<file path="config.mk">
export PLATFORM = sky130hd
export DESIGN_NAME = ccc_frame_gen_flat
export DESIGN_NICKNAME = d
export VERILOG_FILES = /design/src/hw/hdr_pkg.sv /design/src/hw/hdr_frame_if.sv /design/src/hw/ccc_frame_gen.sv /design/src/flat_wrapper.sv
export SDC_FILE = /design/constraint.sdc
export NUM_CORES = 1
export LEC_CHECK = 0
export BUFFER_PORTS_ARGS = -buffer_cell sky130_fd_sc_hd__buf_2
export CORE_ASPECT_RATIO = 1.2
export CORE_MARGIN = 2
export CORE_UTILIZATION = 52
export CTS_CLUSTER_DIAMETER = 80
export DETAILED_ROUTE_END_ITERATION = 12
export HOLD_SLACK_MARGIN = 0.05
export PLACE_DENSITY_LB_ADDON = 0.15
export SLEW_MARGIN = 20
export SYNTH_ARGS = -nofsm -noshare
export SYNTH_HDL_FRONTEND = slang
export SYNTH_SLANG_ARGS = --single-unit
</file>
<file path="constraint.sdc">
create_clock -name i_sys_clk -period 2 [get_ports i_sys_clk]
set_clock_uncertainty 0.1 [all_clocks]
set_input_delay 0.1 -clock i_sys_clk [delete_from_list [all_inputs] [get_ports i_sys_clk]]
set_output_delay 0.1 -clock i_sys_clk [all_outputs]
set_load 0.01 [all_outputs]
</file>
<file path="src/hw/hdr_pkg.sv">
// shared widths, register addresses, mode codes, preambles, FSM and path enums, parity function
`default_nettype none

package hdr_pkg;

  // I3C mode code, only HDR-DDR permits a restart
  typedef logic [2:0] mode_t;
  localparam mode_t MODE_HDR_DDR = 3'd6;

  // register file addressing
  typedef logic [11:0] regf_addr_t;
  localparam regf_addr_t REGF_ADDR_CMD   = 12'd1000;
  localparam regf_addr_t REGF_ADDR_DUMMY = 12'd450;
  localparam int         REGF_DEPTH      = 1024;
  localparam int         REGF_IDX_W      = 10;

  // payload and frame
  typedef logic [15:0] hdr_word_t;
  typedef logic [19:0] frame_bits_t;
  typedef logic [4:0]  bit_cnt_t;
  typedef logic [3:0]  word_cnt_t;

  localparam logic [1:0] PRE_CCC    = 2'b01;
  localparam logic [1:0] PRE_DDR    = 2'b10;
  localparam bit_cnt_t   FRAME_LAST = 5'd19;

  typedef enum logic [1:0] {
    ST_IDLE,
    ST_CCC,
    ST_DDR
  } engine_state_t;

  typedef enum logic {
    PATH_DDR = 1'b0,
    PATH_CCC = 1'b1
  } path_sel_t;

  // high bit covers odd-index bits, low bit is the inverted even-index parity
  function automatic logic [1:0] hdr_parity(input hdr_word_t word);
    return {^(word & 16'hAAAA), ~(^(word & 16'h5555))};
  endfunction

endpackage

`default_nettype wire

</file>
<file path="src/hw/hdr_frame_if.sv">
// frame generator to path multiplexer interface
`default_nettype none
`timescale 1ns/1ps

interface hdr_frame_if;

  // register file read request
  logic                regf_rd_en;
  hdr_pkg::regf_addr_t regf_addr;

  // serial stream, sda_bit is only meaningful with sda_valid
  logic                sda_bit;
  logic                sda_valid;

  modport gen (
    output regf_rd_en,
    output regf_addr,
    output sda_bit,
    output sda_valid
  );

  modport mux (
    input regf_rd_en,
    input regf_addr,
    input sda_bit,
    input sda_valid
  );

endinterface

`default_nettype wire

</file>
<file path="src/hw/ccc_frame_gen.sv">
// CCC frame generator, one command word fetched and serialized per enable
`default_nettype none
`timescale 1ns/1ps

module ccc_frame_gen (
  input  logic                i_sys_clk,
  input  logic                i_sys_rst_n,
  input  logic                i_en,
  input  hdr_pkg::regf_addr_t i_addr,
  input  hdr_pkg::hdr_word_t  i_rd_data,
  output logic                o_done,
  hdr_frame_if.gen            frame
);

  logic                 en_q;
  logic                 en_rise;
  logic                 rd_en_q;
  logic                 rd_pend_q;
  logic                 valid_q;
  logic                 done_q;
  hdr_pkg::bit_cnt_t    bit_cnt_q;
  hdr_pkg::frame_bits_t shift_q;
  hdr_pkg::regf_addr_t  addr_q;

  assign en_rise = i_en & ~en_q;

  always_ff @(posedge i_sys_clk or negedge i_sys_rst_n) begin
    if (!i_sys_rst_n) begin
      en_q      <= 1'b0;
      rd_en_q   <= 1'b0;
      rd_pend_q <= 1'b0;
      valid_q   <= 1'b0;
      done_q    <= 1'b0;
      bit_cnt_q <= '0;
      shift_q   <= '0;
    end else begin
      en_q      <= i_en;
      rd_en_q   <= 1'b0;
      done_q    <= 1'b0;
      rd_pend_q <= rd_en_q;
      if (!i_en) begin
        // enable dropped, give up the current frame
        rd_pend_q <= 1'b0;
        valid_q   <= 1'b0;
        bit_cnt_q <= '0;
      end else if (en_rise) begin
        rd_en_q <= 1'b1;
      end else if (rd_pend_q) begin
        shift_q   <= {hdr_pkg::PRE_CCC, i_rd_data, hdr_pkg::hdr_parity(i_rd_data)};
        valid_q   <= 1'b1;
        bit_cnt_q <= '0;
      end else if (valid_q) begin
        shift_q <= shift_q << 1;
        if (bit_cnt_q == hdr_pkg::FRAME_LAST) begin
          valid_q <= 1'b0;
          done_q  <= 1'b1;
        end else begin
          bit_cnt_q <= bit_cnt_q + 5'd1;
        end
      end
    end
  end

  // address held for the whole frame
  always_ff @(posedge i_sys_clk) begin
    if (en_rise) begin
      addr_q <= i_addr;
    end
  end

  assign frame.regf_rd_en = rd_en_q;
  assign frame.regf_addr  = addr_q;
  assign frame.sda_bit    = shift_q[19];
  assign frame.sda_valid  = valid_q;
  assign o_done           = done_q;

endmodule

`default_nettype wire

</file>
<file path="src/flat_wrapper.sv">
// flat-port wrapper written by rule: the top's interface ports become plain ports
module ccc_frame_gen_flat 
  (i_sys_clk, i_sys_rst_n, i_en, i_addr, i_rd_data, o_done, frame_regf_rd_en, frame_regf_addr, frame_sda_bit, frame_sda_valid);
  hdr_frame_if frame_i ();
  input  logic i_sys_clk;
  input  logic i_sys_rst_n;
  input  logic i_en;
  input  hdr_pkg::regf_addr_t i_addr;
  input  hdr_pkg::hdr_word_t i_rd_data;
  output logic o_done;
  output wire logic [$bits(frame_i.regf_rd_en)-1:0] frame_regf_rd_en;
  output wire logic [$bits(frame_i.regf_addr)-1:0] frame_regf_addr;
  output wire logic [$bits(frame_i.sda_bit)-1:0] frame_sda_bit;
  output wire logic [$bits(frame_i.sda_valid)-1:0] frame_sda_valid;
  assign frame_regf_rd_en = frame_i.regf_rd_en;
  assign frame_regf_addr = frame_i.regf_addr;
  assign frame_sda_bit = frame_i.sda_bit;
  assign frame_sda_valid = frame_i.sda_valid;
  ccc_frame_gen u_core (.i_sys_clk(i_sys_clk), .i_sys_rst_n(i_sys_rst_n), .i_en(i_en), .i_addr(i_addr), .i_rd_data(i_rd_data), .o_done(o_done), .frame(frame_i));
endmodule
</file>
# Yosys cells after proc, flatten, opt, wreduce, memory -nomap -nowiden
# Cells that the tools add are included.
# word_totals
regBits	42
latch_bits	0
mem_bits_rw	0
mem_bits_ro	0
in_bits	31
output_inout_bits	16
wordCells	42
memories	0
# classes
add_sub_neg	1
n_mul	0
div	0
n_lt_le_gt_ge	0
eq_ne	4
n_shift	0
muxes	20
bitwise	4
n_reduce_logical	5
# ops
cell	count
$mux 20	2
$reduce_xor 16->1	2
$mux 5	5
$mux 1	13
$reduce_and 3->1	2
$add 5x1->5 const B	1
$eq 5x5->1 const B	1
$ne 3x1->1 const B	1
$ne 3x2->1 const B	1
$not 1->1	3
$ne 2x2->1 const B	1
$reduce_bool 2->1	1
$and 1x1->1	1

# Longest topological paths before layout
# depth
word_depth	6
depth_mapped	5

# Worst setup path after synthesis
# No wires, ideal clock.
# synth_timing
path_type	register to register
start	register u_core.bit_cnt_q[0]
end	register u_core.bit_cnt_q[0]
setup_ps	121
arrival_ps	1292
t_required_ps	1779
path_slack_ps	487
stages_incl_launch_ff	6
path_cell_list	dfrtp_1 > ha_1 > and4bb_2 > nor2_1 > o21bai_1 > a22o_1
# synth_via
elab_chain_len	6
elab_cells_between_ends	9
classes_between	add/sub (1); eq/ne (2); mux (5); reduce/logical (1)
# synth_lines
element	line_no	rtl
start, declared	ccc_frame_gen.sv:21	hdr_pkg::bit_cnt_t bit_cnt_q;
start signal, assigned	ccc_frame_gen.sv:58	bit_cnt_q <= bit_cnt_q + 5'd1;
$add 5x1->5	ccc_frame_gen.sv:58	
$mux 5	ccc_frame_gen.sv:54	if (bit_cnt_q == hdr_pkg::FRAME_LAST) begin
$mux 5	ccc_frame_gen.sv:52	end else if (valid_q) begin
$mux 5	ccc_frame_gen.sv:48	end else if (rd_pend_q) begin
$mux 5	ccc_frame_gen.sv:46	end else if (en_rise) begin
$mux 5	ccc_frame_gen.sv:41	if (!i_en) begin
# Parallel ways exist; a longest one is shown, timed or not. The select of a mux whose other input is x is not followed.
# A chain may end at the register's enable or synchronous reset.

# Worst setup path after layout
# Ends and elaborated chain as after synthesis.

==> summary.md <==
| Metric | Value |
|---|---|
| H-tree levels | `2` |
| Final WS setup | `roughly 0.32 ns` |
| Worst vdd ir | `between 0.5 and 0.6 mV` |
| Dominant synthesized flop cell | `dfrtp_1` |
| Synth area leaders | `dfrtp_1 40%, edfxtp_1 19%, mux2i_1 8.5%` |
| Comb power frac | `between 10% and 20%` |
| Post-CTS Setup Inserts | `0` |
| Slowest CP cell | `dfrtp_1` |
| Net count after synthesis | `~190` |
| Final net count | `between 200 and 300` |
| Gr ovfl total | `0` |
| Commonest cells post-synth | `30 x dfrtp_1, 25 x nand2_1, 19 x o21ai_0` |
| Final Hold Slack | `around 0.056 ns` |
| Syn avg cell area | `between 10 and 15 um2` |
| Final Hold Viols | `0` |
| FILL cells | `between 200 and 250` |
| Max_slew headroom | `between 50% and 60%` |
| Startpoint types | `flop` |
| Dpl cells | `240` |
| Final Setup Violations | `0` |
| Vias in the first global route | `around 1,500` |
| EDFF count, synth | `12` |
| Worst setup EP type | `flop` |
| Fin area | `2500 um2` |
| Drt first-iter violations | `between 80 and 90` |
| CTS resizes | `0` |
| Setup TNS | `0 ns` |
| Clock Sinks | `between 40 and 50` |
| DRT Wirelength | `between 3 and 4 mm` |
| Worst path cell trace | `ha_1 > and4bb_2 > nor2_1 > o21bai_1 > a22o_1` |
| Die ar. | `~4100 um2` |
| RSZ-0062 raised after global routing | `false` |
| # rows | `23` |
| Actual slew at the worst max-slew pin | `roughly 0.67 ns` |
| Post-synth top area cell | `dfrtp_1` |
| GRT Overall Usage | `21.6%` |
| Clock tree buffer depth | `2` |
| Clk pwr share | `27.7%` |
| Clock Pin Slew Worst Setup and Hold Paths | `roughly 0.07 ns` |
| Max Cap Violations | `0` |
| Synth Warn # | `0` |
| Period utilisation layout | `84.0%` |
| IO buf count | `46` |
| Cell area after synthesis | `1890 um2` |
| Vias | `about 1,500` |
| TritonCTS clock tree | `built` |
| Net Sw Frac | `about a quarter` |
| Max-slew violations | `0` |
| Pleak | `roughly 1.1 nW` |
| CTS root buffer | `clkbuf_8` |
| Drt first pass iters | `8` |
| Fin cells | `between 200 and 300` |
| Antenna fix cells | `0` |
| Core box area | `3400 um2` |
| Crit Path Max Fanout | `4` |
| Internal Pwr Total | `roughly 0.0014 W` |
| Cells after Synth | `~160` |
| DP Area | `around 2100 um2` |
| NetSw | `between 0.0004 and 0.0005 W` |
| Share of layout cells above drive strength 1 | `approximately 25%` |
| Failing checks | `design-rule violations` |
| Vias/cell | `about 5.3` |
| Minimum clock period | `approximately 1.7 ns` |
| Hpwl dp | `2.61 mm` |
| Clock Latency Late Sink | `~0.3 ns` |
| Cell Pwr Density | `between 700 and 800 nW/um2` |
| I/O pin total | `47` |
| ANT nets after route | `0` |
| HP Class | `in2reg` |
| Count of cell types in the netlist | `34` |
| Crit path arrival time | `around 1.8 ns` |
| Yosys top cell area share | `around two fifths` |
| Global placement routability congestion | `approximately 0.76` |
| Routed length per placed instance | `~14 um` |
| Die Width | `roughly 59 um` |
| Outcome | `complete, but fails checks` |
| Die Ht | `70.0 um` |
| Slowest stage delay, CP | `approximately 0.42 ns` |
| Count leader, synth | `dfrtp_1` |
| Sequential power share | `a little under three fifths` |
| CP required | `~2.1 ns` |
| Seq/Total Area, Yosys | `58.9%` |
| Initial Util | `a little under three fifths` |
| Largest net degree at the start of global routing | `34` |
| Cts bufs inserted | `5` |
| Area Growth Syn to Fin | `32.4%` |
| Initial antenna violation count | `0` |
| Synth Register Bits | `42` |
| Drt drc | `2` |
| Post-Place Setup Slack | `about 0.21 ns` |
| CP delay by family, top | `simple AND/OR/NAND/NOR gates` |
| FMAX | `595 MHz` |
| Post-synth ARST share | `between 70% and 80%` |
| Setup CP Type | `reg2reg` |
| First-pass GRT wire length | `approximately 6.6 mm` |
| Buf+Inv Stages, Crit Path | `0` |
[power groups by stage]
stage	combinational [W]	sequential [W]	clock, W
6_report	0.000320	0.00104	0.000522
3_5_place_dp	0.000285	0.00106	0
4_1_cts	0.000322	0.00104	0.000537
5_1_grt	0.000365	0.00105	0.000570
2_1_floorplan	0.000182	0.00105	0
3_3_place_gp	0.000266	0.00105	0
[worst min-delay path: cells and delay by family]
family | cells | cell delay (ns)
compound gates | 1 | 0.14
buf+inv | 1 | 0.11
mux | 1 | 0.07
[flip-flops by register name, indices dropped and copies added, names as in the netlist]
signal	cells
u_core.rd_pend_q	1
u_core.frame.regf_addr	12
u_core.en_q	1
u_core.frame.sda_valid	1
u_core.shift_q	20
u_core.frame.regf_rd_en	1
u_core.o_done	1
u_core.bit_cnt_q	5
[path summary, 6_finish.rpt]
kind | from | to | slack, ns | cells past startpoint
setup / recovery | u_core.bit_cnt_q[0]$_DFFE_PN0P_ | u_core.bit_cnt_q[0]$_DFFE_PN0P_ | 0.32 | 5
hold / removal | i_rd_data[0] | u_core.shift_q[2]$_DFFE_PN0P_ | 0.06 | 3
setup reg to reg | u_core.bit_cnt_q[0]$_DFFE_PN0P_ | u_core.bit_cnt_q[0]$_DFFE_PN0P_ | 0.32 | 5
hold reg to reg | u_core.bit_cnt_q[4]$_DFFE_PN0P_ | u_core.bit_cnt_q[4]$_DFFE_PN0P_ | 0.39 | 1
max in group asynchronous | i_sys_rst_n | u_core.shift_q[6]$_DFFE_PN0P_ | 1.10 | 2
min in group asynchronous | i_sys_rst_n | u_core.bit_cnt_q[4]$_DFFE_PN0P_ | 0.27 | 2
[stage by stage]
step	power, W	util [%]
floorplan	0.00123	-
global placement	0.00132	63.3
detailed placement	0.00134	63.3
CTS	0.00190	73.4
global route	0.00199	73.6
finish	0.00188	73.6
[layout by cell type, fill, tap and decap left out, types with 2 or more instances in the layout]
cell	count
dfrtp_1	30
o41ai_1	2
xnor2_1	11
edfxtp_1	12
nand2_1	25
dlygate4sd3_1	26
mux2i_1	16
o22a_1	2
clkbuf_8	5
and3_1	2
nor2b_1	3
o21ai_0	19
inv_1	2
nor2_1	3
a21oi_1	4
buf_4	4
buf_2	46
xor2_1	3
and2_1	2
[layout make-up]
type / instances / area [um2] / area share, %
Multi-Input combinational cell: 109 / 732 / 29.3
Timing Repair Buffer: 76 / 520 / 20.8
Clock buffer: 6 / 72.6 / 2.90
Sequential cell: 42 / 1110 / 44.5
Tap cell: 37 / 46.3 / 1.85
Inverter: 2 / 7.51 / 0.300
Clock inverter: 2 / 8.76 / 0.351
[timing repair]
action / in CTS / in global routing
endpoints found under the hold margin: 58 / 0
setup endpoints to repair: 0 / 0
hold buffers: 26 / 0
[cell families (layout without fill, tap and decap cells)]
kind of cell | count (synthesis) | in the layout | share of synthesized area, %
flip-flops | 42 | 42 | 58.9
AND/OR/NAND/NOR | 42 | 42 | 10.9
adder cells (fa/ha/maj) | 1 | 1 | 0.663
XOR/XNOR | 14 | 14 | 6.50
AO/OA/AOI/OAI | 36 | 36 | 11.8
buffers and inverters | 10 | 86 | 2.72
multiplexers | 16 | 16 | 8.49
[per-layer routing]
layer | GRT usage (%) | part of all wire (%) | vias to the layer above
li1 | - | - | 711
met1 | 22.9 | 40 | 715
met2 | 37.4 | 55 | 26
met3 | 6.30 | 3.3 | 6
met4 | 11.1 | 2.3 | 0
met5 | 0 | 0 | -
Note: power is estimated with default switching activity, not from simulation.
