[config.mk]
export PLATFORM = sky130hd
export DESIGN_NAME = hdr_engine
export DESIGN_NICKNAME = d
export VERILOG_FILES = /design/src/hw/hdr_pkg.sv /design/src/hw/hdr_engine.sv
export SDC_FILE = /design/constraint.sdc
export NUM_CORES = 1
export LEC_CHECK = 0
export ABC_CLOCK_PERIOD_IN_PS = 1650
export BUFFER_PORTS_ARGS = -buffer_cell sky130_fd_sc_hd__buf_2
export CORE_MARGIN = 2
export CORE_UTILIZATION = 49
export DETAILED_ROUTE_END_ITERATION = 7
export PLACE_DENSITY = 0.83
export SETUP_SLACK_MARGIN = 0.1
export SLEW_MARGIN = 10
export SYNTH_ARGS = -nofsm -noshare
export SYNTH_HDL_FRONTEND = slang
export SYNTH_SLANG_ARGS = --single-unit
[constraint.sdc]
create_clock -name i_sys_clk -period 1.65 [get_ports i_sys_clk]
set_input_delay 0 -clock i_sys_clk [delete_from_list [all_inputs] [get_ports i_sys_clk]]
set_output_delay 0 -clock i_sys_clk [all_outputs]
set_load 0.005 [all_outputs]
[src/hw/hdr_pkg.sv]
// shared widths, register addresses, mode codes, preambles, FSM and path enums, parity function
`default_nettype none

package hdr_pkg;

  // I3C mode code, only HDR-DDR permits a restart
  typedef logic [2:0] mode_t;
  localparam mode_t MODE_HDR_DDR = 3'd6;

  // register file addressing
  typedef logic [11:0] regf_addr_t;
  localparam regf_addr_t REGF_ADDR_CMD   = 12'd1000;
  localparam regf_addr_t REGF_ADDR_DUMMY = 12'd450;
  localparam int         REGF_DEPTH      = 1024;
  localparam int         REGF_IDX_W      = 10;

  // payload and frame
  typedef logic [15:0] hdr_word_t;
  typedef logic [19:0] frame_bits_t;
  typedef logic [4:0]  bit_cnt_t;
  typedef logic [3:0]  word_cnt_t;

  localparam logic [1:0] PRE_CCC    = 2'b01;
  localparam logic [1:0] PRE_DDR    = 2'b10;
  localparam bit_cnt_t   FRAME_LAST = 5'd19;

  typedef enum logic [1:0] {
    ST_IDLE,
    ST_CCC,
    ST_DDR
  } engine_state_t;

  typedef enum logic {
    PATH_DDR = 1'b0,
    PATH_CCC = 1'b1
  } path_sel_t;

  // high bit covers odd-index bits, low bit is the inverted even-index parity
  function automatic logic [1:0] hdr_parity(input hdr_word_t word);
    return {^(word & 16'hAAAA), ~(^(word & 16'h5555))};
  endfunction

endpackage

`default_nettype wire

[src/hw/hdr_engine.sv]
// HDR command engine FSM with configuration capture, restart and abort handling
`default_nettype none
`timescale 1ns/1ps

module hdr_engine (
  input  logic                i_sys_clk,
  input  logic                i_sys_rst_n,
  input  logic                i_engine_en,
  input  logic                i_cmd_cp,
  input  logic                i_cmd_toc,
  input  hdr_pkg::mode_t      i_cmd_mode,
  input  logic                i_ccc_done,
  input  logic                i_ddr_done,
  output logic                o_ccc_en,
  output hdr_pkg::regf_addr_t o_ccc_addr,
  output logic                o_ddr_en,
  output hdr_pkg::path_sel_t  o_path_sel,
  output logic                o_engine_done
);

  hdr_pkg::engine_state_t state_q;
  logic                   cfg_cp_q;
  logic                   cfg_toc_q;
  hdr_pkg::mode_t         cfg_mode_q;
  // launch_q marks the cycle with enables low before a frame starts
  logic                   launch_q;
  // set while the dummy CCC frame ahead of DDR is in flight
  logic                   dummy_q;
  logic                   end_now;

  // no restart unless toc is clear and the mode is HDR-DDR
  assign end_now = cfg_toc_q | (cfg_mode_q != hdr_pkg::MODE_HDR_DDR);

  always_ff @(posedge i_sys_clk or negedge i_sys_rst_n) begin
    if (!i_sys_rst_n) begin
      state_q       <= hdr_pkg::ST_IDLE;
      cfg_cp_q      <= 1'b0;
      cfg_toc_q     <= 1'b0;
      cfg_mode_q    <= '0;
      launch_q      <= 1'b0;
      dummy_q       <= 1'b0;
      o_ccc_en      <= 1'b0;
      o_ccc_addr    <= hdr_pkg::REGF_ADDR_CMD;
      o_ddr_en      <= 1'b0;
      o_path_sel    <= hdr_pkg::PATH_DDR;
      o_engine_done <= 1'b0;
    end else begin
      o_engine_done <= 1'b0;
      launch_q      <= 1'b0;
      if (!i_engine_en) begin
        // abort, frames in flight are dropped without done
        state_q  <= hdr_pkg::ST_IDLE;
        o_ccc_en <= 1'b0;
        o_ddr_en <= 1'b0;
        dummy_q  <= 1'b0;
      end else if (launch_q) begin
        if (dummy_q) begin
          state_q    <= hdr_pkg::ST_CCC;
          o_ccc_en   <= 1'b1;
          o_ccc_addr <= hdr_pkg::REGF_ADDR_DUMMY;
          o_path_sel <= hdr_pkg::PATH_CCC;
        end else if (cfg_cp_q) begin
          state_q    <= hdr_pkg::ST_CCC;
          o_ccc_en   <= 1'b1;
          o_ccc_addr <= hdr_pkg::REGF_ADDR_CMD;
          o_path_sel <= hdr_pkg::PATH_CCC;
        end else begin
          state_q    <= hdr_pkg::ST_DDR;
          o_ddr_en   <= 1'b1;
          o_path_sel <= hdr_pkg::PATH_DDR;
        end
      end else begin
        unique case (state_q)
          hdr_pkg::ST_IDLE: begin
            cfg_cp_q   <= i_cmd_cp;
            cfg_toc_q  <= i_cmd_toc;
            cfg_mode_q <= i_cmd_mode;
            launch_q   <= 1'b1;
          end
          hdr_pkg::ST_CCC: begin
            if (i_ccc_done) begin
              o_ccc_en <= 1'b0;
              if (dummy_q) begin
                // dummy frame done, captured cp is 0 so the launch picks DDR
                dummy_q  <= 1'b0;
                launch_q <= 1'b1;
              end else if (end_now) begin
                o_engine_done <= 1'b1;
                state_q       <= hdr_pkg::ST_IDLE;
              end else begin
                cfg_cp_q   <= i_cmd_cp;
                cfg_toc_q  <= i_cmd_toc;
                cfg_mode_q <= i_cmd_mode;
                dummy_q    <= ~i_cmd_cp;
                launch_q   <= 1'b1;
              end
            end
          end
          hdr_pkg::ST_DDR: begin
            if (i_ddr_done) begin
              o_ddr_en <= 1'b0;
              if (end_now) begin
                o_engine_done <= 1'b1;
                state_q       <= hdr_pkg::ST_IDLE;
              end else begin
                cfg_cp_q   <= i_cmd_cp;
                cfg_toc_q  <= i_cmd_toc;
                cfg_mode_q <= i_cmd_mode;
                launch_q   <= 1'b1;
              end
            end
          end
          default: begin
            state_q <= hdr_pkg::ST_IDLE;
          end
        endcase
      end
    end
  end

endmodule

`default_nettype wire

---- After elaboration in Yosys (flattened, before gate mapping) ----
Cells that the tools add are included.
cells by class
  reduce and logical (&&, ||, !) cells .... 10
  equal/unequal tests ..................... 20
  bitwise operators ....................... 3
  mux-type cells .......................... 60
operators with widths
  cell                number
  $mux 1              40
  $mux 12             2
  $mux 2              8
  $mux 3              4
  $ne 3x1->1 const B  4
  $ne 3x3->1 const B  4
  $ne 4x4->1 const B  3
  $pmux 1 s3          3
  $pmux 3 s3          1
  $reduce_and 3->1    3
  $ne 2x2->1 const B  4
  $reduce_and 4->1    2
  $pmux 2 s3          1
  $reduce_and 6->1    1
  $ne 2x1->1 const B  2
  $ne 4x3->1 const B  1
  $reduce_bool 3->1   1
  $eq 2x1->1 const B  1
  $eq 2x2->1 const B  1
  $logic_not 2->1     1
  $not 1->1           2
  $pmux 1 s2          1
  $reduce_and 2->1    1
  $reduce_bool 2->1   1
  $or 1x1->1          1
storage, ports and cells
  word-level logic and storage cells ...... 104
  bits in registers ....................... 25
  bits of input ports ..................... 10
  output and inout bits ................... 16

---- Depth between registers and ports, before layout ----
  depth after elaboration ................. 8
  depth in mapped cells ................... 6
  depth with buffers taken out ............ 6

---- Worst setup path after synthesis ----
Ideal clock, no wire load.
  path type ............................... reg2reg
  start point ............................. register state_q[1]
  end point ............................... register cfg_cp_q
  setup time .............................. 125 ps
  data required time ...................... 1525 ps
  stages on the path, launching flop included .. 6
  slack ................................... 269 ps
  clock period less this slack ............ 1381 ps
  buffers on the path ..................... 0
  arrival time ............................ 1256 ps
  cell sequence ........................... dfrtp_1 > inv_1 > ha_1 > o21ai_0 > nand4_4 > mux2_2
between the ends
  cells in the longest elaborated chain, start to end .. 3
  elaborated cells on any way between the ends .. 9
  classes of those cells .................. eq/ne (5); mux (1); reduce/logical (3)
ends and longest elaborated chain
  element                                                           RTL line           source
  from (decl)                                                       hdr_engine.sv:21   hdr_pkg::engine_state_t state_q;
  from (signal assigned)                                            hdr_engine.sv:36   state_q <= hdr_pkg::ST_IDLE;
  from (signal assigned)                                            hdr_engine.sv:52   state_q <= hdr_pkg::ST_IDLE;
  from (signal assigned)                                            hdr_engine.sv:58   state_q <= hdr_pkg::ST_CCC;
  $eq 2x1->1, or another cell as far along                          hdr_engine.sv:73   unique case (state_q)
  $ne 2x2->1 (no line) / $reduce_bool 3->1 (equally long branches)  n/a
  $reduce_and 6->1 (no line)                                        n/a
  to (signal assigned)                                              hdr_engine.sv:75   cfg_cp_q <= i_cmd_cp;
  to (signal assigned)                                              hdr_engine.sv:91   cfg_cp_q <= i_cmd_cp;
  to (signal assigned)                                              hdr_engine.sv:106  cfg_cp_q <= i_cmd_cp;
  to (decl)                                                         hdr_engine.sv:22   logic cfg_cp_q;
Several ways; a longest one is shown, not always the timed one.
A chain may end at the register's enable or synchronous reset.

---- Final worst setup path ----
  start point ............................. register state_q[1]
  end point ............................... register cfg_mode_q[2]
between the ends
  cells in the longest elaborated chain, start to end .. 3
  elaborated cells on any way between the ends .. 9
  classes of those cells .................. eq/ne (5); mux (1); reduce/logical (3)
ends and longest elaborated chain
  element                                                           RTL line           source
  $eq 2x1->1, or another cell as far along                          hdr_engine.sv:73
  $ne 2x2->1 (no line) / $reduce_bool 3->1 (equally long branches)  n/a
  $reduce_and 6->1 (no line)                                        n/a
  to (signal assigned)                                              hdr_engine.sv:77   cfg_mode_q <= i_cmd_mode;
  to (signal assigned)                                              hdr_engine.sv:93   cfg_mode_q <= i_cmd_mode;
  to (signal assigned)                                              hdr_engine.sv:108  cfg_mode_q <= i_cmd_mode;
  to (decl)                                                         hdr_engine.sv:24   hdr_pkg::mode_t cfg_mode_q;
Several ways; a longest one is shown, not always the timed one.

==> flow_metrics.tcl <==
set metrics [dict create \
    status "finished, final reports clean" \
    timing.final.crit_period_ns 1.47 \
    place.detailed.instances 110 \
    cts-buffers-inserted 3 \
    grt_max_degree 16 \
    power.static_leakage_nw 0.485 \
    netlist-cell-type-count 25 \
    max_slew_violation_total_from_the_final_report 0 \
    vias_per_cell 5.20 \
    grt_first_pass_wirelength_um 2400 \
    clock_tree_from_tritoncts "done" \
    gp_congestion 0.735 \
    postSynthCellCount 81 \
    port_buffers 17 \
    power_frac_seq_pct 44.1 \
    die_w_um 45.4 \
    max_cap_viol_count 0 \
    finalSetupTns_ns 0 \
    postLayoutSetupSlackWorst_ns 0.180 \
    final_min_period_over_clock_period_pct 89.1 \
    synth_area_um2 840 \
    class_of_the_worst_hold_path "input pin to register" \
    layout-drive-gt1-share_pct 32.4 \
    ctsHtreeMaxLevel 1 \
    synth_area_per_cell_um2 10.4 \
    slowest_delay_ns 0.42 \
    final-instance-count-excl-fill 121 \
    max-vdd-ir-drop_uv 815 \
    ff2ff_setup_slack_ns 0.18 \
    synth-seq-cells 15 \
    crit_slowest_cell "sky130_fd_sc_hd__dfrtp_1" \
    worst_path_dominant_cell_family "flip-flops" \
    power.switching_fraction_pct 33.9 \
    worstSetupPathDepth 5 \
    synth_top_area_share_pct 41.7 \
    finalNetCount 120 \
    netlist_top_cells_area "sky130_fd_sc_hd__dfrtp_1 42%, sky130_fd_sc_hd__buf_4 9.8%, sky130_fd_sc_hd__mux2_2 6.7%" \
    detail-route-antenna-nets 0 \
    clkLatencyLatePin_ns 0.28 \
    worstSetupPathType "register to register" \
    place_hpwl_um 1050 \
    grt_remaining_overflow 0 \
    track_usage_pct 16.1 \
    fmax_mhz 680 \
    yosys.area.top_type "sky130_fd_sc_hd__dfrtp_1" \
    comb_power_share_pct 39.5 \
    die_y_um 45.4 \
    r2r_end "cfg_mode_q[2]" \
    drtPass1Iterations 4 \
    crit_path_cell_trace "buf_4 > ha_1 > nand2b_1 > nand4_4 > mux2_2" \
    power_per_cell_area_nw_per_um2 1260 \
    critical_path.reg2reg.startpoint "state_q[1]" \
    final_skew_ns 0.00160 \
    power_switching_w 0.000423 \
    critPathMaxFanout 5 \
    drt_iter0_drc 8 \
    setup.worst_path.end "cfg_mode_q[2]" \
    dp_worst_setup_slack_ns 0.150 \
    final_core_utilization_pct 63.7 \
    yosysSeqAreaShare_pct 44.9 \
    hold_viol 0 \
    final-setup-viol-count 0 \
    critical_path.startpoint_type "register" \
    clock_power_share_pct 16.4 \
    yosysWarningCount 0 \
    core_area_um2 1560 \
    timing.hold.worst.start "i_engine_en" \
    cp-end-kind "register" \
    floorplan.rows 14 \
    critPathArrivalTime_ns 1.64 \
    internal-power_w 0.000825 \
    grt_pass1_vias 586 \
    initial_core_util_pct 53.9 \
    critPathLaunch "state_q[1]" \
    rsz0062_at_grt "no" \
    critical_path.n_buffers_inverters 1 \
    total_wirelength_um 1490 \
    placedInstanceArea_um2 896 \
    pin_count 26 \
    r2r.worst_path.cells 5 \
    layout-area-overhead-vs-synth_pct 18.3 \
    antenna-diode-count 0 \
    design.die.area_um2 2060 \
    clockRootBuffer "sky130_fd_sc_hd__clkbuf_4" \
    avgRoutedWirePerCell_um 12.3 \
    clock_path_buffers 2 \
    initial_antenna_violation_count 0 \
    clk_transition_reported_paths_ns 0.09 \
    route.vias.total 629 \
    final_area_um2 993 \
    numClockSinks 15 \
    drc 0 \
    worst_ep_required_time_ns 1.82 \
]
synth_stat cells (all sizes together):
master  instances
mux2            5
and4b           1
clkbuf          1
and4bb          1
nand2b          3
o31ai           2
a31o            1
nor2            4
dfrtp          14
o21ai           4
ha              4
nand4           1
dfstp           1
nand2           9
a21boi          3
a32oi           1
inv             4
a32o            1
nor3            2
nand3           3
conb            2
o32ai           1
a21oi           2
buf            11
stage by stage:
stage                     total power (W)  hold slack (ns)
after detailed placement          0.00102          -0.0783
after global placement            0.00101          -0.0803
after CTS                         0.00124          0.00284
final                             0.00125           0.0164
after global routing              0.00134           0.0324
after floorplan                  0.000908           -0.296
worst min-delay path by stage:
| stage | to | slack, ns | cells after the start |
|---|---|---|---|
| floorplan | cfg_cp_q | -0.30 | 0 |
| global placement | state_q[1] | -0.08 | 1 |
| detailed placement | o_path_sel | -0.08 | 1 |
| CTS | o_ccc_addr[5] | 0.003 | 2 |
| global route | o_ccc_addr[5] | 0.03 | 2 |
| finish | o_ccc_addr[5] | 0.02 | 2 |
timing repair:
action / in CTS / in global routing
buffers inserted: 0 / 1
resized for setup: 0 / 2
setup endpoints to repair: 0 / 7
endpoints found under the hold margin: 20 / 0
hold buffers: 6 / 0
metal layers:
layer,global-route usage (%),up-vias,wire length (um)
met1,22.1,300,700
li1,-,308,-
met4,5.29,0,7
met2,25.9,19,727
met3,2.38,2,54
met5,0,-,0
power groups by stage:
stage          registers (W)  logic, W  clock network, W
3_3_place_gp        0.000552  0.000453                 0
3_5_place_dp        0.000558  0.000464                 0
5_1_grt             0.000565  0.000550          0.000226
2_1_floorplan       0.000543  0.000365                 0
6_report            0.000550  0.000493          0.000205
4_1_cts             0.000550  0.000477          0.000211
flip-flops by register name (all words and copies together) (netlist names):
name           count
o_engine_done      1
o_ccc_addr         2
cfg_cp_q           1
o_path_sel         1
cfg_mode_q         3
o_ccc_en           1
dummy_q            1
state_q            2
launch_q           1
o_ddr_en           1
cfg_toc_q          1
layout make-up:
| cell class | instances | area (um^2) |
|---|---|---|
| clock buffers | 4 | 26.3 |
| repair buffers | 26 | 168 |
| well taps | 16 | 20.0 |
| multi-input cells | 56 | 388 |
| flip-flops and latches | 15 | 377 |
| fillers | 129 | 566 |
| inverters | 4 | 15.0 |
cell families after synthesis:
| family | count (synthesis) | share of synthesized area, % |
|---|---|---|
| and+or+nand+nor | 24 | 17.1 |
| muxes | 5 | 6.71 |
| other | 2 | 0.895 |
| adders and majority gates | 4 | 5.96 |
| buffers and inverters | 16 | 12.1 |
| DFF | 15 | 44.9 |
| AOI/OAI and AO/OA | 15 | 12.4 |
layout by cell type (no fill, tap or decap), types with 2 or more instances in the layout:
master | synthesis | final
sky130_fd_sc_hd__nand2_1 | 9 | 9
sky130_fd_sc_hd__buf_4 | 11 | 3
sky130_fd_sc_hd__nand2b_1 | 2 | 2
sky130_fd_sc_hd__inv_1 | 4 | 4
sky130_fd_sc_hd__a21oi_1 | 2 | 2
sky130_fd_sc_hd__conb_1 | 2 | 8
sky130_fd_sc_hd__dlygate4sd3_1 | 0 | 6
sky130_fd_sc_hd__clkbuf_4 | 0 | 3
sky130_fd_sc_hd__buf_2 | 0 | 17
sky130_fd_sc_hd__ha_1 | 4 | 4
sky130_fd_sc_hd__dfrtp_1 | 14 | 14
sky130_fd_sc_hd__nor3_1 | 2 | 2
sky130_fd_sc_hd__o31ai_1 | 2 | 2
sky130_fd_sc_hd__nand3_1 | 3 | 3
sky130_fd_sc_hd__mux2_2 | 5 | 5
sky130_fd_sc_hd__o21ai_0 | 4 | 3
sky130_fd_sc_hd__a21boi_0 | 3 | 3
sky130_fd_sc_hd__nor2_1 | 4 | 4
(Power assumes the default switching activity.)
