## src/hw/hdr_pkg.sv

```systemverilog
// shared widths, register addresses, mode codes, preambles, FSM and path enums, parity function
`default_nettype none

package hdr_pkg;

  // I3C mode code, only HDR-DDR permits a restart
  typedef logic [2:0] mode_t;
  localparam mode_t MODE_HDR_DDR = 3'd6;

  // register file addressing
  typedef logic [11:0] regf_addr_t;
  localparam regf_addr_t REGF_ADDR_CMD   = 12'd1000;
  localparam regf_addr_t REGF_ADDR_DUMMY = 12'd450;
  localparam int         REGF_DEPTH      = 1024;
  localparam int         REGF_IDX_W      = 10;

  // payload and frame
  typedef logic [15:0] hdr_word_t;
  typedef logic [19:0] frame_bits_t;
  typedef logic [4:0]  bit_cnt_t;
  typedef logic [3:0]  word_cnt_t;

  localparam logic [1:0] PRE_CCC    = 2'b01;
  localparam logic [1:0] PRE_DDR    = 2'b10;
  localparam bit_cnt_t   FRAME_LAST = 5'd19;

  typedef enum logic [1:0] {
    ST_IDLE,
    ST_CCC,
    ST_DDR
  } engine_state_t;

  typedef enum logic {
    PATH_DDR = 1'b0,
    PATH_CCC = 1'b1
  } path_sel_t;

  // high bit covers odd-index bits, low bit is the inverted even-index parity
  function automatic logic [1:0] hdr_parity(input hdr_word_t word);
    return {^(word & 16'hAAAA), ~(^(word & 16'h5555))};
  endfunction

endpackage

`default_nettype wire

```

## src/hw/hdr_frame_if.sv

```systemverilog
// frame generator to path multiplexer interface
`default_nettype none
`timescale 1ns/1ps

interface hdr_frame_if;

  // register file read request
  logic                regf_rd_en;
  hdr_pkg::regf_addr_t regf_addr;

  // serial stream, sda_bit is only meaningful with sda_valid
  logic                sda_bit;
  logic                sda_valid;

  modport gen (
    output regf_rd_en,
    output regf_addr,
    output sda_bit,
    output sda_valid
  );

  modport mux (
    input regf_rd_en,
    input regf_addr,
    input sda_bit,
    input sda_valid
  );

endinterface

`default_nettype wire

```

## src/hw/hdr_path_mux.sv

```systemverilog
// path multiplexer for the register file read port and the registered serial output
`default_nettype none
`timescale 1ns/1ps

module hdr_path_mux (
  input  logic                i_sys_clk,
  input  logic                i_sys_rst_n,
  input  hdr_pkg::path_sel_t  i_path_sel,
  hdr_frame_if.mux            ccc,
  hdr_frame_if.mux            ddr,
  output logic                o_rd_en,
  output hdr_pkg::regf_addr_t o_rd_addr,
  output logic                o_sda,
  output logic                o_sda_valid
);

  // read request goes straight through to the register file
  always_comb begin
    if (i_path_sel == hdr_pkg::PATH_CCC) begin
      o_rd_en   = ccc.regf_rd_en;
      o_rd_addr = ccc.regf_addr;
    end else begin
      o_rd_en   = ddr.regf_rd_en;
      o_rd_addr = ddr.regf_addr;
    end
  end

  // one register stage on the serial side
  always_ff @(posedge i_sys_clk or negedge i_sys_rst_n) begin
    if (!i_sys_rst_n) begin
      o_sda       <= 1'b0;
      o_sda_valid <= 1'b0;
    end else if (i_path_sel == hdr_pkg::PATH_CCC) begin
      o_sda       <= ccc.sda_bit;
      o_sda_valid <= ccc.sda_valid;
    end else begin
      o_sda       <= ddr.sda_bit;
      o_sda_valid <= ddr.sda_valid;
    end
  end

endmodule

`default_nettype wire

```

## src/flat_wrapper.sv

```systemverilog
// flat-port wrapper written by rule: the top's interface ports become plain ports
module hdr_path_mux_flat 
  (i_sys_clk, i_sys_rst_n, i_path_sel, o_rd_en, o_rd_addr, o_sda, o_sda_valid, ccc_regf_rd_en, ccc_regf_addr, ccc_sda_bit, ccc_sda_valid, ddr_regf_rd_en, ddr_regf_addr, ddr_sda_bit, ddr_sda_valid);
  hdr_frame_if ccc_i ();
  hdr_frame_if ddr_i ();
  input  logic i_sys_clk;
  input  logic i_sys_rst_n;
  input  hdr_pkg::path_sel_t i_path_sel;
  output logic o_rd_en;
  output hdr_pkg::regf_addr_t o_rd_addr;
  output logic o_sda;
  output logic o_sda_valid;
  input wire logic [$bits(ccc_i.regf_rd_en)-1:0] ccc_regf_rd_en;
  input wire logic [$bits(ccc_i.regf_addr)-1:0] ccc_regf_addr;
  input wire logic [$bits(ccc_i.sda_bit)-1:0] ccc_sda_bit;
  input wire logic [$bits(ccc_i.sda_valid)-1:0] ccc_sda_valid;
  input wire logic [$bits(ddr_i.regf_rd_en)-1:0] ddr_regf_rd_en;
  input wire logic [$bits(ddr_i.regf_addr)-1:0] ddr_regf_addr;
  input wire logic [$bits(ddr_i.sda_bit)-1:0] ddr_sda_bit;
  input wire logic [$bits(ddr_i.sda_valid)-1:0] ddr_sda_valid;
  assign ccc_i.regf_rd_en = ccc_regf_rd_en;
  assign ccc_i.regf_addr = ccc_regf_addr;
  assign ccc_i.sda_bit = ccc_sda_bit;
  assign ccc_i.sda_valid = ccc_sda_valid;
  assign ddr_i.regf_rd_en = ddr_regf_rd_en;
  assign ddr_i.regf_addr = ddr_regf_addr;
  assign ddr_i.sda_bit = ddr_sda_bit;
  assign ddr_i.sda_valid = ddr_sda_valid;
  hdr_path_mux u_core (.i_sys_clk(i_sys_clk), .i_sys_rst_n(i_sys_rst_n), .i_path_sel(i_path_sel), .ccc(ccc_i), .ddr(ddr_i), .o_rd_en(o_rd_en), .o_rd_addr(o_rd_addr), .o_sda(o_sda), .o_sda_valid(o_sda_valid));
endmodule
```

## config.mk

```make
export PLATFORM = sky130hd
export DESIGN_NAME = hdr_path_mux_flat
export DESIGN_NICKNAME = d
export VERILOG_FILES = /design/src/hw/hdr_pkg.sv /design/src/hw/hdr_frame_if.sv /design/src/hw/hdr_path_mux.sv /design/src/flat_wrapper.sv
export SDC_FILE = /design/constraint.sdc
export NUM_CORES = 1
export LEC_CHECK = 0
export BUFFER_PORTS_ARGS = -buffer_cell sky130_fd_sc_hd__buf_2
export CAP_MARGIN = 10
export CORE_AREA = 2 2 39 41
export DETAILED_ROUTE_END_ITERATION = 6
export DIE_AREA = 0 0 41 43
export PLACE_DENSITY = 0.65
export SYNTH_ARGS = -nofsm -noshare
export SYNTH_HDL_FRONTEND = slang
export SYNTH_SLANG_ARGS = --single-unit
export TNS_END_PERCENT = 30
```

## constraint.sdc

```tcl
create_clock -name i_sys_clk -period 0.8 [get_ports i_sys_clk]
set_input_delay 0.08 -clock i_sys_clk [delete_from_list [all_inputs] [get_ports i_sys_clk]]
set_output_delay 0.08 -clock i_sys_clk [all_outputs]
set_load 0.05 [all_outputs]
```

# Word level (Yosys, flattened, before mapping)
# Cells that the tools add are included.
word_totals:
  mem_bits_rw: 0
  n_memories: 0
  output_inout_bits: 15
  mem_bits_ro: 0
  latch_bits: 0
  regBits: 2
  inputBits: 33
  elab_cells: 6
classes:
  eq_ne: 0
  n_reduce_logical: 0
  n_bitwise: 0
  shifts: 0
  order_cmp: 0
  div_mod_pow: 0
  n_mux: 4
  addsub: 0
  mul: 0
ops:
  columns: ["cell", "count"]
  rows:
  - ["$mux W12", 1]
  - ["$mux W1", 3]

# Depth between registers and ports, before layout
# Gate-level depths: netlist of run 1.
logic_depth:
  depth_word: 1
  depth_mapped: 3
  ltp_nobuf: 1

# Worst setup path after synthesis of run 1
# No wires, ideal clock.
synth_path:
  path_kind: "input port to output port"
  start: "in i_path_sel"
  end: "out o_rd_addr[0]"
  required_time_ns: 0.720
  stages: 3
  path_slack_ns: 0.010
  path_buffers: 2
  t_arrival_ns: 0.710
  cell_sequence: "buf_6 buf_12 mux2_4"
synth_between:
  elab_chain_len: 1
synth_lines:
  columns: ["element", "line", "source"]
  rows:
  - ["from (decl)", "flat_wrapper.sv:8", "input hdr_pkg::path_sel_t i_path_sel;"]
  - ["$mux W12", "hdr_path_mux.sv:19", "if (i_path_sel == hdr_pkg::PATH_CCC) begin"]
  - ["to (decl)", "flat_wrapper.sv:10", "output hdr_pkg::regf_addr_t o_rd_addr;"]
# No other way between the ends.

# Final worst setup path of run 1
layout_path:
  start: "in i_path_sel"
  end: "out o_rd_addr[1]"
# Same word-level chain as after synthesis.

==> results of run 1 <==
## report_power, final
| part | internal, mW | total (mW) | leakage (nW) | switching, mW |
|---|---|---|---|---|
| clock network | 0.165 | 0.220 | 0.0138 | 0.0546 |
| registers | 0.110 | 0.115 | 0.0233 | 0.00498 |
| logic | 0.310 | 0.625 | 0.386 | 0.315 |
| total | 0.585 | 0.959 | 0.423 | 0.375 |
## cells by family (layout without fill, tap and decap cells)
family,count (synthesis),in the layout,synth area share (%)
mux,15,15,71.7
flops,2,2,17.4
buf+inv,2,55,10.9
## routing by layer
metal / vias to the layer above / GRT usage [%]
met1: 160 / 6.71
met2: 46 / 28.4
met4: 0 / 8.00
met5: - / 0
met3: 0 / 5.24
li1: 176 / -
## state kept, by name, indices dropped and copies added (netlist names)
name	count
u_core.o_sda	1
u_core.o_sda_valid	1
## cell usage in the layout, fill, tap and decap left out
| cell type | n |
|---|---|
| dlygate4sd3_1 | 1 |
| buf_6 | 8 |
| mux2_4 | 14 |
| buf_2 | 32 |
| clkbuf_4 | 3 |
| buf_4 | 1 |
| mux2_2 | 1 |
| buf_16 | 1 |
| buf_12 | 2 |
| buf_8 | 7 |
| dfrtp_1 | 2 |
## worst max path at each step
stage | startpoint | to | cells past startpoint
floorplan | i_path_sel | o_rd_addr[0] | 3
global placement | i_path_sel | o_rd_addr[0] | 4
detailed placement | i_path_sel | o_rd_addr[9] | 4
CTS | i_path_sel | o_rd_addr[9] | 4
global route | i_path_sel | o_rd_en | 4
finish | i_path_sel | o_rd_addr[1] | 4
## repair_timing
item	4_1_cts	5_1_grt
gates resized for setup	44	1
hold buffers	1	0
endpoints found under the hold margin	2	0
setup endpoints to repair	15	14
setup buffers	1	0
gates cloned	1	0
## per-stage QoR
step	TNS [ns]	util [%]	setup WS, ns	hold WS (ns)
floorplan	0	-	0.00993	-0.216
global placement	-1.72	39.0	-0.147	-0.135
detailed placement	-1.88	39.0	-0.173	-0.129
CTS	-0.723	54.2	-0.0578	0.0863
global route	-0.832	54.5	-0.0645	0.0872
finish	-0.663	54.5	-0.0548	0.0926
## layout make-up
type	count	area (um^2)
tap	16	20.0
multi-input combinational	15	221
timing repair buffer	52	440
fill	115	629
clock buffer	3	22.5
sequential	2	50.0
==> reports/metrics.cfg, run 1 <==
[floorplan]
dieArea_mm2 = 0.00176
die_h_um = 43
initial_core_util_pct = 20.8
die_x_um = 41
coreArea_mm2 = 0.00138
ioPinCount = 48
num_rows = 14

[setup_path]
cp.buffers_inverters = 3
arrival_ns = 0.77
path_delay_family = buffers and inverters
cp_cell_sequence = buf_12 > buf_12 > mux2_4 > buf_8
required_ns = 0.72
cp_common_cell = buf_12
path_class = primary input to primary output
start_kind = primary input
endpoint_kind = primary output
max_stage_delay_ns = 0.30
cp_slowest_cell = mux2_4
cp_max_fo = 5

[clocking]
cts-root-buf = clkbuf_4
numCtsBuffers = 3
cts_tree = yes
clock-sinks = 2
cts_buffer_depth = 2
h-tree-depth = 1
path_clk_slew_ns = 0.03

[pwr]
p_leak_nw = 0.423
p_total_mw = 0.959
powerDensity_mw_per_mm2 = 1270
vdd_drop_max_mv = 0.437

[synth]
synth_area_um2 = 288
ys_warn_count = 0
synth_cell_type_count = 5
synthTopCellsByArea = mux2_4 (52%), mux2_2 (20%), dfrtp_1 (17%)
ys_ff_latch = 2
synth_cells = 19
syn_nets = 52
synth_top_area_share_pct = 52.2
synth_top_cell_by_area = mux2_4
yosys-top-cells-count = mux2_4 (10), mux2_2 (5), dfrtp_1 (2), buf_12 (1), buf_6 (1)
yosysMostFrequentCell = mux2_4
async_flop_share_pct = 100
synth-edff-count = 0
ys.flop_type = dfrtp_1
syn_avg_cell_area_um2 = 15.1
yosysSeqAreaShare_pct = 17.4

[detailed_routing]
highest_layer = met3
drt_first_pass_iters = 1
wirelength_um = 1180
wl_per_cell_um = 13.4
remaining_drc_errors = 0
drtAntennaViolNets = 0
viasPerCell = 4.34
wl_met1_um = 266
drt_iter0_drc = 0
route.met3.wl_um = 289
wl_met2_um = 625
route.vias.total = 382

[placed_design]
gp_congestion = 0.710
postPlaceCellArea_um2 = 539
place_inst = 82
hpwl_um = 926
port_buffers = 47

[timing]
max_freq_ghz = 1.17
finalHoldViolations = 0
worstMarginPinSlew_ns = 0.248
rsz0062_at_grt = yes
setup_viol = 14
setup_ws_ns = -0.0548
relSlewSlack_pct = 83.6
period_share_pct = 107
maxSlewViolCount = 0
fin_crit_ns = 0.855

[final_layout]
final_cells = 88
nets = 107
n_antenna_cell = 0
syn2layout_area_growth_pct = 162
final_area_um2 = 754
drive_gt1_share_pct = 95.8

[grt]
grt_pass1_wl_um = 1500
antenna_found_initial = 0
grt-ovfl-total = 0
grt_max_degree = 6
grt_pass1_vias = 398
grt.total_usage_pct = 13.4

[job]
maxCapViolations = 0

[hold_path]
hold_class = primary input to flip-flop
hold_depth = 2
holdPathEnd = u_core.o_sda$_DFF_PN0_
hold_start = ddr_sda_bit

[outcome]
violations = negative setup slack
status = finished with violations

Power figures use the tool's default switching activity.
==> run 2, diff against run 1 <==
ABC_AREA = 1   (was not set)
HOLD_SLACK_MARGIN = 0.02   (was not set)
SKIP_CTS_REPAIR_TIMING = 1   (was not set)
==> run 2 against run 1 <==
  * The run still ends with negative setup slack left
  * Hold slack worse by 0.026 ns
  * Critical path type is now flip-flop to primary output
  * Sequential share of layout area up 1.7 points
  * Clock power about the same
  * Die area unchanged
  * Core utilization down 11 points
  * Highest routed layer unchanged
  * Power down 15%
  * Wire length down 21%
  * Area after synthesis down 1.7%
==> reports/metrics.cfg, run 2 <==
[placed_design]
gp_congestion = 0.623  ; was 0.710
hpwl_um = 769  ; was 926 um
port_buffers = 47  ; unchanged

[clocking]
cts-root-buf = clkbuf_4  ; unchanged
numCtsBuffers = 3  ; unchanged
path_clk_slew_ns = 0.03  ; about the same
cts_tree = yes  ; unchanged
clock-sinks = 2  ; unchanged
cts_buffer_depth = 2  ; unchanged
h-tree-depth = 1  ; unchanged

[synth]
ys_ff_latch = 2  ; unchanged
syn_nets = 84  ; was 52
ys_warn_count = 0  ; unchanged
yosys-top-cells-count = nand2_1 (40), nand2_2 (5), buf_6 (2), dfrtp_1 (2)  ; was mux2_4 (10), mux2_2 (5), dfrtp_1 (2), buf_12 (1), buf_6 (1)
synth_cells = 51  ; was 19
synth-edff-count = 0  ; unchanged
yosysMostFrequentCell = nand2_1  ; was mux2_4
async_flop_share_pct = 100  ; unchanged
syn_avg_cell_area_um2 = 5.54  ; was 15.1 um^2
synthTopCellsByArea = nand2_1 (53%), dfrtp_1 (18%), nand2_2 (11%)  ; was mux2_4 (52%), mux2_2 (20%), dfrtp_1 (17%)
synth_top_cell_by_area = nand2_1  ; was mux2_4
synth_cell_type_count = 6  ; was 5
yosysSeqAreaShare_pct = 17.7  ; was 17.4%
ys.flop_type = dfrtp_1  ; unchanged
synth_area_um2 = 283  ; was 288 um^2
synth_top_area_share_pct = 53.1  ; was 52.2%

[pwr]
netSwitchingPower_mw = 0.374  ; was 0.375 mW
pwr-share-clk_pct = 26.9  ; was 22.9%
p_comb_share_pct = 59.3  ; was 65.1%
powerDensity_mw_per_mm2 = 1370  ; was 1270 mW/mm^2
switching_share_pct = 45.8  ; was 39.1%
p_int_mw = 0.443  ; was 0.585 mW
p_leak_nw = 0.388  ; was 0.423 nW
power_frac_seq_pct = 13.9  ; was 12.0%
vdd_drop_max_mv = 0.493  ; was 0.437 mV
p_total_mw = 0.817  ; was 0.959 mW

[floorplan]
coreArea_mm2 = 0.00138  ; unchanged
dieArea_mm2 = 0.00176  ; unchanged
ioPinCount = 48  ; unchanged
die_x_um = 41  ; unchanged
die_h_um = 43  ; unchanged
num_rows = 14  ; unchanged
initial_core_util_pct = 20.4  ; was 20.8%

[timing]
rsz0062_at_grt = yes  ; unchanged
fin_crit_ns = 0.817  ; was 0.855 ns
max_freq_ghz = 1.22  ; was 1.17 GHz
period_share_pct = 102  ; was 107%
fin_setup_tns_ns = -0.0328  ; was -0.663 ns
setup_ws_ns = -0.0167  ; was -0.0548 ns
relSlewSlack_pct = 83.6  ; about the same
setup_viol = 2  ; was 14
worstMarginPinSlew_ns = 0.248  ; about the same
finalHoldViolations = 0  ; unchanged
maxSlewViolCount = 0  ; unchanged

[detailed_routing]
remaining_drc_errors = 0  ; unchanged
route.vias.total = 468  ; was 382
drtAntennaViolNets = 0  ; unchanged
drt_iter0_drc = 1  ; was 0
wirelength_um = 935  ; was 1180 um
viasPerCell = 4.03  ; was 4.34
drt_first_pass_iters = 3  ; was 1
wl_per_cell_um = 8.06  ; was 13.4 um

[final_layout]
nets = 135  ; was 107
drive_gt1_share_pct = 59.0  ; was 95.8%
syn2layout_area_growth_pct = 112  ; was 162%
final_cell_mix = nand2_1 (38), buf_2 (33), clkbuf_4 (13)  ; was buf_2 (32), mux2_4 (14), buf_6 (8)
top_regs = u_core.o_sda (1), u_core.o_sda_valid (1)  ; unchanged
layout_commonest_cell = nand2_1  ; was buf_2
fillerInstances = 147  ; was 115
n_antenna_cell = 0  ; unchanged

[outcome]
violations = negative setup slack  ; unchanged
status = finished with violations  ; unchanged

[grt]
grt_max_degree = 16  ; was 6
grt-ovfl-total = 0  ; unchanged
grt_pass1_vias = 392  ; was 398
grt.total_usage_pct = 10.9  ; was 13.4%
grt_pass1_wl_um = 1340  ; was 1500 um
antenna_found_initial = 0  ; unchanged

[setup_path]
max_stage_delay_ns = 0.36  ; was 0.30 ns
start_kind = flip-flop  ; was primary input
endpoint_kind = primary output  ; unchanged
cp.buffers_inverters = 1  ; was 3
path_delay_family = flip-flops  ; was buffers and inverters
required_ns = 0.72  ; about the same
cp_slowest_cell = dfrtp_1  ; was mux2_4
path_class = flip-flop to primary output  ; was primary input to primary output
cp_cell_sequence = buf_6  ; was buf_12 > buf_12 > mux2_4 > buf_8
arrival_ns = 0.74  ; was 0.77 ns
cp_max_fo = 1  ; was 5

[hold_path]
hold_depth = 3  ; was 2
holdPathEnd = u_core.o_sda$_DFF_PN0_  ; unchanged
hold_start = ccc_sda_bit  ; was ddr_sda_bit
hold_class = primary input to flip-flop  ; unchanged

[job]
maxCapViolations = 0  ; unchanged

==> run 2: area by class of cell <==
| type | instances | area [um^2] | area share, % |
|---|---|---|---|
| clock buffer | 3 | 22.5 | 3.77 |
| tap | 16 | 20.0 | 3.35 |
| timing repair buffer | 49 | 303 | 50.6 |
| sequential | 2 | 50.0 | 8.37 |
| inverter | 1 | 16.3 | 2.72 |
| multi-input combinational | 45 | 186 | 31.2 |
==> run 2: worst max-delay path by stage <==
stage                                       startpoint      endpoint  depth (start not counted)
after detailed placement                    i_path_sel  o_rd_addr[1]                          5
final                           u_core.o_sda$_DFF_PN0_         o_sda                          1
after global routing      u_core.o_sda_valid$_DFF_PN0_   o_sda_valid                          1
after global placement                      i_path_sel  o_rd_addr[1]                          5
after floorplan                             i_path_sel  o_rd_addr[2]                          5
after CTS                                   i_path_sel  o_rd_addr[1]                          5
==> run 2: power by group through the flow <==
stage | sequential (mW) | combinational (mW) | clock, mW
after floorplan | 0.141 | 0.290 | 0
after global placement | 0.112 | 0.442 | 0
after detailed placement | 0.113 | 0.443 | 0
after CTS | 0.111 | 0.443 | 0.233
after global routing | 0.115 | 0.519 | 0.237
final | 0.113 | 0.484 | 0.220
==> run 2: metal layers <==
layer	vias to the layer above	global-route usage [%]	routed length [um]
met5	-	0	0
met4	0	8.00	0
met3	0	1.05	135
met2	32	17.5	502
met1	189	12.3	298
li1	247	-	-
==> run 2: kinds of logic after synthesis <==
family        after synthesis  share of synthesized area (%)
buf+inv                     4                           18.1
flops                       2                           17.7
simple gates               45                           64.2
==> run 2: through the flow <==
stage / area, um^2 / util, % / setup WS (ns) / cells / hold WS (ns)
after global routing: 598 / 43.2 / -0.0475 / 116 / 0.0723
final: 598 / 43.2 / -0.0167 / 116 / 0.0671
after floorplan: 288 / - / -0.0330 / 51 / -0.216
after detailed placement: 508 / 36.7 / -0.108 / 112 / -0.135
after global placement: 508 / 36.7 / -0.0887 / 112 / -0.136
after CTS: 531 / 38.3 / -0.108 / 115 / -0.374
